<file path="config.mk">
export PLATFORM = sky130hd
export DESIGN_NAME = ex_mem_stage
export DESIGN_NICKNAME = d
export VERILOG_FILES = /design/src/logic/rv_isa_pkg.sv /design/src/logic/ex_stage_pkg.sv /design/src/logic/ex_control.sv /design/src/logic/operand_select.sv /design/src/logic/int_alu.sv /design/src/logic/int_multiplier.sv /design/src/logic/branch_compare.sv /design/src/logic/store_align.sv /design/src/logic/ex_mem_stage.sv
export SDC_FILE = /design/constraint.sdc
export NUM_CORES = 2
export LEC_CHECK = 0
export BUFFER_PORTS_ARGS = -buffer_cell sky130_fd_sc_hd__buf_2
export CORE_UTILIZATION = 60
export CTS_BUF_LIST = sky130_fd_sc_hd__clkbuf_16
export DETAILED_ROUTE_END_ITERATION = 7
export PLACE_DENSITY = 0.87
export SYNTH_ARGS = -nofsm -noshare
export SYNTH_HDL_FRONTEND = slang
export SYNTH_SLANG_ARGS = --single-unit
</file>
<file path="constraint.sdc">
create_clock -name clk -period 8 [get_ports clk]
set_input_delay 0.4 -clock clk [delete_from_list [all_inputs] [get_ports clk]]
set_output_delay 0.4 -clock clk [all_outputs]
set_load 0.005 [all_outputs]
</file>
<file path="src/logic/rv_isa_pkg.sv">
package rv_isa_pkg;

	// Integer ALU operations
	typedef enum logic [3:0] {
		alu_add    = 4'h0,
		alu_sub    = 4'h1,
		alu_sll    = 4'h2,
		alu_slt    = 4'h3,
		alu_sltu   = 4'h4,
		alu_xor    = 4'h5,
		alu_srl    = 4'h6,
		alu_sra    = 4'h7,
		alu_or     = 4'h8,
		alu_and    = 4'h9,
		alu_pass_b = 4'ha // LUI
	} alu_op_e;

	typedef enum logic [1:0] {
		m_mul    = 2'b00,
		m_mulh   = 2'b01,
		m_mulhsu = 2'b10,
		m_mulhu  = 2'b11
	} mul_op_e;

	// Low bits pick the compare, bit 2 inverts it
	typedef enum logic [2:0] {
		br_none = 3'b000,
		br_eq   = 3'b001,
		br_lt   = 3'b010,
		br_ltu  = 3'b011,
		br_ne   = 3'b101,
		br_ge   = 3'b110,
		br_geu  = 3'b111
	} branch_e;

	typedef enum logic [2:0] {
		ld_none = 3'd0,
		ld_lb   = 3'd1,
		ld_lh   = 3'd2,
		ld_lw   = 3'd3,
		ld_lbu  = 3'd4,
		ld_lhu  = 3'd5
	} load_e;

	typedef enum logic [1:0] {
		st_none = 2'b00,
		st_sw   = 2'b01,
		st_sh   = 2'b10,
		st_sb   = 2'b11
	} store_e;

endpackage

</file>
<file path="src/logic/ex_stage_pkg.sv">
package ex_stage_pkg;

	import rv_isa_pkg::*;

	typedef enum logic [3:0] {
		cls_alu_rr   = 4'd0,
		cls_alu_ri   = 4'd1,
		cls_lui      = 4'd2,
		cls_auipc    = 4'd3,
		cls_jal_link = 4'd4, // JAL and JALR, writes PC+4
		cls_mul      = 4'd5,
		cls_load     = 4'd6,
		cls_store    = 4'd7,
		cls_branch   = 4'd8
	} ex_class_e;

	typedef enum logic [1:0] {
		fwd_reg = 2'b00,
		fwd_mem = 2'b01,
		fwd_wb  = 2'b10
	} fwd_sel_e;

	typedef enum logic [1:0] {
		res_alu  = 2'b00,
		res_mul  = 2'b01,
		res_link = 2'b10
	} result_sel_e;

	typedef struct packed {
		ex_class_e  cls;
		alu_op_e    alu_op;
		mul_op_e    mul_op;
		branch_e    branch;
		load_e      load;
		store_e     store;
		fwd_sel_e   fwd_a;
		fwd_sel_e   fwd_b;
		logic [4:0] rd;
		logic       wb_en;
	} ex_ctrl_t;

	typedef struct packed {
		logic [31:0] pc;
		logic [31:0] rs1_data;
		logic [31:0] rs2_data;
		logic [31:0] imm;
		logic [31:0] fwd_mem; // Result held in MEM
		logic [31:0] fwd_wb;  // Result held in WB
	} ex_operands_t;

	typedef struct packed {
		logic [31:0] result;
		logic [4:0]  rd;
		logic        wb_en;
		load_e       load;
	} mem_stage_t;

	typedef struct packed {
		logic [31:0] addr;
		logic [31:0] data;
		logic [31:0] bweb; // Active low
	} store_req_t;

endpackage

</file>
<file path="src/logic/ex_control.sv">
`timescale 1ns/1ps

module ex_control (
	input  logic                     clk,
	input  logic                     rst,
	input  ex_stage_pkg::ex_ctrl_t   ctrl,
	input  logic [31:0]              alu_out,
	input  logic [31:0]              mul_out,
	input  logic [31:0]              pc,
	output logic                     a_sel,
	output logic                     b_sel,
	output rv_isa_pkg::alu_op_e      alu_op,
	output ex_stage_pkg::mem_stage_t mem
);
	import rv_isa_pkg::*;
	import ex_stage_pkg::*;

	result_sel_e result_sel;
	logic [31:0] result;

	always_comb begin
		a_sel = 1'b0;
		b_sel = 1'b0;
		alu_op = ctrl.alu_op;
		result_sel = res_alu;
		case (ctrl.cls)
			cls_alu_ri, cls_lui: begin
				b_sel = 1'b1;
			end
			cls_auipc: begin
				a_sel = 1'b1;
				b_sel = 1'b1;
				alu_op = alu_add;
			end
			cls_jal_link: begin
				a_sel = 1'b1;
				result_sel = res_link;
			end
			cls_mul: begin
				result_sel = res_mul;
			end
			cls_load, cls_store: begin
				b_sel = 1'b1; // Address is rs1 + imm
				alu_op = alu_add;
			end
			default: begin
			end
		endcase
	end

	always_comb begin
		case (result_sel)
			res_mul:  result = mul_out;
			res_link: result = pc + 32'd4;
			default:  result = alu_out;
		endcase
	end

	always_ff @(posedge clk or posedge rst) begin
		if (rst) begin
			mem.result <= 32'd0;
			mem.rd <= 5'd0;
			mem.wb_en <= 1'b0;
			mem.load <= ld_none;
		end else begin
			mem.result <= result;
			mem.rd <= ctrl.rd;
			mem.wb_en <= ctrl.wb_en;
			mem.load <= ctrl.load;
		end
	end

endmodule

</file>
<file path="src/logic/operand_select.sv">
`timescale 1ns/1ps

module operand_select (
	input  ex_stage_pkg::ex_operands_t ops,
	input  ex_stage_pkg::fwd_sel_e     fwd_a,
	input  ex_stage_pkg::fwd_sel_e     fwd_b,
	input  logic                       a_sel,
	input  logic                       b_sel,
	output logic [31:0]                reg_a,
	output logic [31:0]                reg_b,
	output logic [31:0]                src_a,
	output logic [31:0]                src_b
);
	import ex_stage_pkg::*;

	// Same bypass choice for both sources
	function automatic logic [31:0] fwd_pick(
		input fwd_sel_e     sel,
		input logic [31:0]  reg_val,
		input ex_operands_t o
	);
		case (sel)
			fwd_mem: fwd_pick = o.fwd_mem;
			fwd_wb:  fwd_pick = o.fwd_wb;
			default: fwd_pick = reg_val;
		endcase
	endfunction

	assign reg_a = fwd_pick(fwd_a, ops.rs1_data, ops);
	assign reg_b = fwd_pick(fwd_b, ops.rs2_data, ops);

	assign src_a = a_sel ? ops.pc : reg_a;   // AUIPC, JAL
	assign src_b = b_sel ? ops.imm : reg_b;

endmodule

</file>
<file path="src/logic/int_alu.sv">
`timescale 1ns/1ps

module int_alu (
	input  rv_isa_pkg::alu_op_e op,
	input  logic [31:0]         src_a,
	input  logic [31:0]         src_b,
	output logic [31:0]         result
);
	import rv_isa_pkg::*;

	logic [4:0] shamt;
	logic       lt_signed;
	logic       lt_unsigned;

	assign shamt = src_b[4:0];
	assign lt_signed = $signed(src_a) < $signed(src_b);
	assign lt_unsigned = src_a < src_b;

	always_comb begin
		case (op)
			alu_add: begin
				result = src_a + src_b;
			end
			alu_sub: begin
				result = src_a - src_b;
			end
			alu_sll: begin
				result = src_a << shamt;
			end
			alu_slt: begin
				result = {31'd0, lt_signed};
			end
			alu_sltu: begin
				result = {31'd0, lt_unsigned};
			end
			alu_xor: begin
				result = src_a ^ src_b;
			end
			alu_srl: begin
				result = src_a >> shamt;
			end
			alu_sra: begin
				result = $signed(src_a) >>> shamt; // Keeps sign bit
			end
			alu_or: begin
				result = src_a | src_b;
			end
			alu_and: begin
				result = src_a & src_b;
			end
			alu_pass_b: begin
				result = src_b;
			end
			default: begin
				result = 32'd0;
			end
		endcase
	end

endmodule

</file>
<file path="src/logic/int_multiplier.sv">
`timescale 1ns/1ps

module int_multiplier (
	input  rv_isa_pkg::mul_op_e op,
	input  logic [31:0]         reg_a,
	input  logic [31:0]         reg_b,
	output logic [31:0]         result
);
	import rv_isa_pkg::*;

	logic               a_signed;
	logic               b_signed;
	logic signed [32:0] a_ext;
	logic signed [32:0] b_ext;
	logic signed [63:0] product;

	// MULHSU treats only rs1 as signed
	assign a_signed = (op == m_mulh) || (op == m_mulhsu);
	assign b_signed = (op == m_mulh);

	// Extra top bit turns the unsigned case into a positive signed value
	assign a_ext = {a_signed & reg_a[31], reg_a};
	assign b_ext = {b_signed & reg_b[31], reg_b};

	assign product = a_ext * b_ext;

	always_comb begin
		case (op)
			m_mul:   result = product[31:0];
			default: result = product[63:32]; // High word
		endcase
	end

endmodule

</file>
<file path="src/logic/branch_compare.sv">
`timescale 1ns/1ps

module branch_compare (
	input  rv_isa_pkg::branch_e kind,
	input  logic [31:0]         reg_a,
	input  logic [31:0]         reg_b,
	output logic                taken
);
	import rv_isa_pkg::*;

	logic eq;
	logic lt;
	logic ltu;

	assign eq = reg_a == reg_b;
	assign lt = $signed(reg_a) < $signed(reg_b);
	assign ltu = reg_a < reg_b;

	always_comb begin
		case (kind)
			br_eq:   taken = eq;
			br_ne:   taken = !eq;
			br_lt:   taken = lt;
			br_ge:   taken = !lt;
			br_ltu:  taken = ltu;
			br_geu:  taken = !ltu;
			default: taken = 1'b0; // Not a branch
		endcase
	end

endmodule

</file>
<file path="src/logic/store_align.sv">
`timescale 1ns/1ps

module store_align (
	input  rv_isa_pkg::store_e        kind,
	input  logic [31:0]               addr,
	input  logic [31:0]               data,
	output ex_stage_pkg::store_req_t  store
);
	import rv_isa_pkg::*;

	logic [1:0] lane;
	logic [3:0] size_be;
	logic [3:0] lane_be;

	assign lane = addr[1:0];

	always_comb begin
		case (kind)
			st_sb:   size_be = 4'b0001;
			st_sh:   size_be = 4'b0011;
			st_sw:   size_be = 4'b1111;
			default: size_be = 4'b0000; // No store, mask stays all ones
		endcase
	end

	// Bytes past lane 3 fall off the top
	assign lane_be = size_be << lane;

	always_comb begin
		store.addr = addr;
		store.data = data << {lane, 3'b000};
		for (int i = 0; i < 4; i++) begin
			store.bweb[8*i +: 8] = {8{~lane_be[i]}};
		end
	end

endmodule

</file>
<file path="src/logic/ex_mem_stage.sv">
`timescale 1ns/1ps

module ex_mem_stage (
	input  logic                       clk,
	input  logic                       rst,
	input  ex_stage_pkg::ex_ctrl_t     ctrl,
	input  ex_stage_pkg::ex_operands_t ops,
	output logic                       taken,
	output ex_stage_pkg::store_req_t   store,
	output ex_stage_pkg::mem_stage_t   mem
);
	import rv_isa_pkg::*;

	logic        a_sel;
	logic        b_sel;
	alu_op_e     alu_op;
	logic [31:0] reg_a;
	logic [31:0] reg_b;
	logic [31:0] src_a;
	logic [31:0] src_b;
	logic [31:0] alu_out;
	logic [31:0] mul_out;

	ex_control u_control (
		.clk     (clk),
		.rst     (rst),
		.ctrl    (ctrl),
		.alu_out (alu_out),
		.mul_out (mul_out),
		.pc      (ops.pc),
		.a_sel   (a_sel),
		.b_sel   (b_sel),
		.alu_op  (alu_op),
		.mem     (mem)
	);

	operand_select u_operands (
		.ops   (ops),
		.fwd_a (ctrl.fwd_a),
		.fwd_b (ctrl.fwd_b),
		.a_sel (a_sel),
		.b_sel (b_sel),
		.reg_a (reg_a),
		.reg_b (reg_b),
		.src_a (src_a),
		.src_b (src_b)
	);

	int_alu u_alu (
		.op     (alu_op),
		.src_a  (src_a),
		.src_b  (src_b),
		.result (alu_out)
	);

	// Multiply and compare work on register values, not substituted ones
	int_multiplier u_mul (
		.op     (ctrl.mul_op),
		.reg_a  (reg_a),
		.reg_b  (reg_b),
		.result (mul_out)
	);

	branch_compare u_branch (
		.kind  (ctrl.branch),
		.reg_a (reg_a),
		.reg_b (reg_b),
		.taken (taken)
	);

	store_align u_store (
		.kind  (ctrl.store),
		.addr  (alu_out),
		.data  (reg_b),
		.store (store)
	);

endmodule

</file>
* After elaboration in Yosys (flattened, before gate mapping)
Index checks and enable logic that the tools add are counted.
** Storage, ports and cells
- Bits in registers :: 41
- Logic and storage cells :: 83
** Cells by class
- $add $sub $neg :: 3
- Multiply operators :: 1
- Magnitude comparators :: 4
- Equality and inequality tests :: 35
- Shifts and indexed selects :: 5
- Multiplexer cells :: 13
- Bitwise logic cells :: 9
- Reduce and logical (&&, ||, !) cells :: 9
** Operators by type and width (number)
- case mux 32 bit (11 select lines) :: 1
- case mux 32 bit (2 select lines) :: 3
- < comparator 32 bit :: 4
- 2-to-1 mux 32 bit :: 3
- multiplier 33 x 33 -> 64 bit :: 1
- left shift 32 x 5 -> 32 bit :: 2
- adder 32 x 3 -> 32 bit (second input constant) :: 1
- adder 32 bit :: 1
- bitwise AND 32 bit :: 1
- equality test 32 bit :: 1
- equality test 4 x 3 -> 1 bit (second input constant) :: 8
- OR 32 bit :: 1
- >> shifter 32 x 5 -> 32 bit :: 1
- >>> shifter 32 x 5 -> 32 bit :: 1
- subtractor 32 bit :: 1
- XOR 32 bit :: 1
- equality test 4 x 2 -> 1 bit (second input constant) :: 4
- equality test 2 bit (second input constant) :: 6
- equality test 4 bit (second input constant) :: 3
- case mux 4 bit (3 select lines) :: 1
- equality test 2 x 1 -> 1 bit (second input constant) :: 5
- equality test 3 bit (second input constant) :: 3
- equality test 4 x 1 -> 1 bit (second input constant) :: 2
- equality test 3 x 2 -> 1 bit (second input constant) :: 2
- other kinds (15) :: 22

* Logic depth before layout (Yosys ltp)
- Depth after elaboration :: 8
- Depth in mapped cells :: 40

* Hierarchy
Synthesis repeated with hierarchy kept, for this count alone.
** Second synthesis, totals
- Cells, all modules :: 6640
- Area, all modules :: 54946.4 µm²
** Modules (own cells, without submodules)
- int_multiplier :: instances 1, cells an instance 4359, area each 38547.0 µm², seq. area each 0.0 µm²
- int_alu :: instances 1, cells an instance 1383, area each 9067.4 µm², seq. area each 0.0 µm²
- operand_select :: instances 1, cells an instance 368, area each 2965.3 µm², seq. area each 0.0 µm²
- ex_control :: instances 1, cells an instance 254, area each 2414.8 µm², seq. area each 1026.0 µm²
- store_align :: instances 1, cells an instance 156, area each 1063.5 µm², seq. area each 0.0 µm²
- branch_compare :: instances 1, cells an instance 120, area each 888.4 µm², seq. area each 0.0 µm²

* Least setup slack after synthesis
No wires, ideal clock.
- Kind :: input-to-reg
- From :: in ctrl[6] (netlist name)
- To :: reg, netlist name u_control.mem[17]
- Library setup time :: 143 ps
- Data arrival time :: 9153 ps
- Required time :: 7857 ps
- Slack :: -1296 ps
- Stages on the path :: 36
- Cells stage by stage :: inv_1 ha_1 buf_2 buf_1 buf_1 clkbuf_1 nand2_1 o21ai_1 clkinv_1 clkbuf_1 nor2_1 fa_1 fa_1 inv_1 fa_1 inv_1 fa_1 fa_1 fa_1 fa_1 inv_1 fa_1 inv_1 ha_1 clkbuf_1 nand4_1 a2111oi_0 o21ai_0 a21oi_1 nand2b_1 a21oi_1 o211ai_1 a31oi_1 xnor2_1 a211oi_1 a31oi_1
** Between the ends
- Word-level cells in the longest chain between the ends :: 6
** RTL lines
- start, declared :: line ex_mem_stage.sv:6 : input ex_stage_pkg::ex_ctrl_t ctrl,
- equality test 2 bit or equality test 2 x 1 -> 1 bit (tied branches) :: line operand_select.sv:22 : case (sel)
- case mux 32 bit (2 select lines) * :: line operand_select.sv:22
- bitwise AND 1 bit or 2-to-1 mux 32 bit (tied branches) :: line int_multiplier.sv:23, operand_select.sv:33
- multiplier 33 x 33 -> 64 bit, or another cell as far along :: line int_multiplier.sv:25 : assign product = a_ext * b_ext;
- 2-to-1 mux 32 bit or case mux 32 bit (11 select lines) (tied branches) :: line int_multiplier.sv:28, int_alu.sv:20
- case mux 32 bit (2 select lines) * :: line ex_control.sv:52 : case (result_sel)
- via u_control.result[8] :: line ex_control.sv:19 : logic [31:0] result;
The timed path passes the listed nets; every way through them passes the cells marked *.

* Final worst setup path
- From :: in ctrl[6] (netlist name)
- To :: reg, netlist name u_control.mem[34]
** Between the ends
- Word-level cells in the longest chain between the ends :: 6
** RTL lines (line)
- equality test 2 bit or equality test 2 x 1 -> 1 bit (tied branches) :: operand_select.sv:22
- case mux 32 bit (2 select lines) * :: operand_select.sv:22
- bitwise AND 1 bit or 2-to-1 mux 32 bit (tied branches) :: int_multiplier.sv:23, operand_select.sv:33
- multiplier 33 x 33 -> 64 bit, or another cell as far along :: int_multiplier.sv:25
- 2-to-1 mux 32 bit or case mux 32 bit (11 select lines) (tied branches) :: int_multiplier.sv:28, int_alu.sv:20
- case mux 32 bit (2 select lines) * :: ex_control.sv:52
- via u_control.result[25] :: ex_control.sv:19
Marks and branches as above.

==> flow_metrics.py <==
metrics = {
    "synthesis": {
        "synth_cell_types": 94,
        "ys_top_cells_by_area": "fa_1 (43%), inv_1 (9.2%), ha_1 (9.1%), nand2_1 (6.8%), nor2_1 (4.4%)",
        "avgSynthCellArea_um2": 8.144,
        "synth_area_mm2": 0.05252,
        "ys_ff_latch": 41,
        "synth_common_cells": "inv_1 (1,288), fa_1 (1,127), nand2_1 (951)",
        "synthFlopType": "dfrtp_1",
        "synth_top_cell_by_area": "fa_1",
        "synth_edf_count": 0,
        "ys_seq_area_frac": 0.01953,
        "synth_nets": 8182,
        "synthCells": 6449,
        "synth_async_sr_flop_share": 1.000,
        "yosys.cell_count.top_type": "inv_1",
        "synth_top_cell_area_share": 0.4296,
        "yosysWarnings": 0,
    },
    "timing": {
        "fin_crit_ns": 9.186,
        "max_freq_ghz": 0.1089,
        "rsz0062_at_grt": "yes",
        "worst_pin_slew_ns": 1.482,
        "slew_viol_final": 0,
        "worst_slack_ns": -1.186,
        "finalHoldViolations": 0,
        "period_share": 1.148,
        "slew_headroom": 0.01185,
        "setup_violations": 32,
        "setup_tns_ns": -23.53,
    },
    "worst_hold_path": {
        "hold_class": "in -> reg",
    },
    "drt": {
        "wl_met3_mm": 44.05,
        "highest_layer": "met5",
        "wl_met2_mm": 105.4,
        "detail-route-antenna-nets": 0,
        "drc_errors": 327,
        "met1_length_mm": 79.39,
        "drtPass1Iterations": 8,
        "drt_wl_total_mm": 262.4,
        "drt_iter0_drc": 9281,
        "via_count": 57640,
        "via_per_inst": 6.722,
        "wl_per_cell_um": 30.60,
    },
    "final_layout": {
        "largest_register_ffs": 41,
        "syn_to_final_growth_pct": 26.55,
        "drive_above_1_share": 0.2595,
        "fillCellCount": 5571,
        "num-nets-final": 9134,
        "reg_top3": "u_control.mem (41)",
        "top_register": "u_control.mem",
    },
    "critical_path": {
        "slowest_stage": "fa_2",
        "cp-end-kind": "flip-flop",
        "cp_max_fo": 6,
        "critPathLaunchType": "primary input",
        "cp_common_cell": "fa_1",
        "max_stage_delay_ns": 0.72,
        "worstSetupPathType": "in -> reg",
        "crit_arrival_ns": 9.32,
        "required_ns": 8.14,
    },
    "floorplan": {
        "core_mm2": 0.08675,
        "dieHeight_um": 297.9,
        "die_area_mm2": 0.08872,
        "start_util": 0.6054,
        "rows": 108,
        "io-pin-count": 360,
        "die_x_um": 297.9,
    },
    "placed_design": {
        "port_buffers": 359,
        "place_congestion": 1.145,
        "dpl.hpwl_mm": 198.6,
    },
    "clocking": {
        "cts_max_path_buffers": 2,
        "cts_buffers": 5,
        "clk_pin_slew_ns": 0.07,
        "htree_num_levels": 2,
        "cts_sinks": 41,
        "cts_tree": "done",
        "root_buffer": "clkbuf_16",
        "hold_buffers": 0,
    },
    "global_route": {
        "track_usage": 0.5489,
        "grt_pass1_vias": 57550,
        "grt_pass1_wl_mm": 357.8,
        "overflow": 0,
        "antenna_found_initial": 24,
        "grt_max_degree": 63,
    },
    "status": {
        "status": "finished with violations",
        "violations": "design-rule violations, negative setup slack",
    },
    "job": {
        "max-cap-violations": 0,
    },
}
[worst paths after layout]
| path | from | end | slack [ns] | cells after the start |
|---|---|---|---|---|
| min | ctrl[14] | u_control.mem[2] | 0.20 | 1 |
| min in group asynchronous | rst | u_control.mem[2] | 0.35 | 2 |
| max in group asynchronous | rst | u_control.mem[9] | 7.00 | 2 |
| max | ctrl[6] | u_control.mem[34] | -1.19 | 37 |
[cell families after synthesis]
group | share of synthesized area
compound gates | 0.1237
xor+xnor | 0.01901
fa+ha+maj | 0.5210
buf+inv | 0.1301
flops | 0.01953
mux | 0.04152
simple gates | 0.1451
[stage by stage]
step / cells / setup slack [ns] / hold WS, ns / area [um2] / utilization
final: 8575 / -1.186 / 0.2001 / 66470 / 0.7662
after global routing: 8560 / -1.288 / 0.2023 / 66430 / 0.7657
after CTS: 8423 / -0.4165 / 0.2045 / 63640 / 0.7336
after detailed placement: 8334 / -1.065 / 0.5094 / 61410 / 0.7079
after global placement: 8334 / -1.030 / 0.5071 / 61410 / 0.7079
after floorplan: 6449 / -0.2606 / 0.4314 / 53420 / -
[what timing repair did]
| item | 4_1_cts | 5_1_grt |
|---|---|---|
| gates resized for setup | 286 | 380 |
| setup buffers | 73 | 133 |
| pin swaps | 94 | 243 |
| cloned | 8 | 11 |
| setup endpoints to repair | 32 | 32 |
[final cells by class]
class / count / area (um2) / area share
Antenna cell: 18 / 45.04 / 0.0006777
Clock buffer: 5 / 125.1 / 0.001882
Clock inverter: 3 / 43.79 / 0.0006588
Inverter: 1348 / 5197 / 0.07819
Multi-Input combinational cell: 4660 / 46970 / 0.7066
Sequential cell: 41 / 1026 / 0.01544
Tap cell: 1155 / 1445 / 0.02174
Timing Repair Buffer: 1343 / 11600 / 0.1745
Timing Repair inverter: 2 / 20.02 / 0.0003012
[cells in the final DEF, fill, tap and decap left out, drive strengths merged, types with 26 or more instances in the layout]
cell,Yosys,final
a31oi,46,46
xor2,34,34
nand3,58,58
buf,118,1332
xnor2,80,80
nor2,622,622
o211ai,35,35
nand2,951,951
mux2,36,36
o22ai,37,37
a21o,47,47
fa,1127,1127
inv,1341,1334
o21a,54,54
a221oi,45,45
a22oi,76,76
o21bai,31,31
nor3,42,42
a21oi,223,223
mux2i,170,170
a211oi,26,26
dfrtp,41,41
o221ai,28,28
o21ai,193,193
nor2b,26,26
ha,384,384
[layer usage]
layer | GRT usage | up-vias
met4 | 0.4654 | 25
met3 | 0.2233 | 2424
met1 | 0.6340 | 27150
met5 | 0.004870 | -
met2 | 0.7935 | 6073
li1 | - | 21970
[critical path, delay by kind of cell]
family                     cells  cell delay [ns]
adders and majority gates     10             5.13
buffers and inverters         14             1.77
and+or+nand+nor                7             1.14
AOI/OAI and AO/OA              5             0.69
xor gates and xnor gates       1             0.18
Power is left out: the tool's default activity adds up to more than one toggle a clock period on the data nets, which glitch-free logic cannot reach.
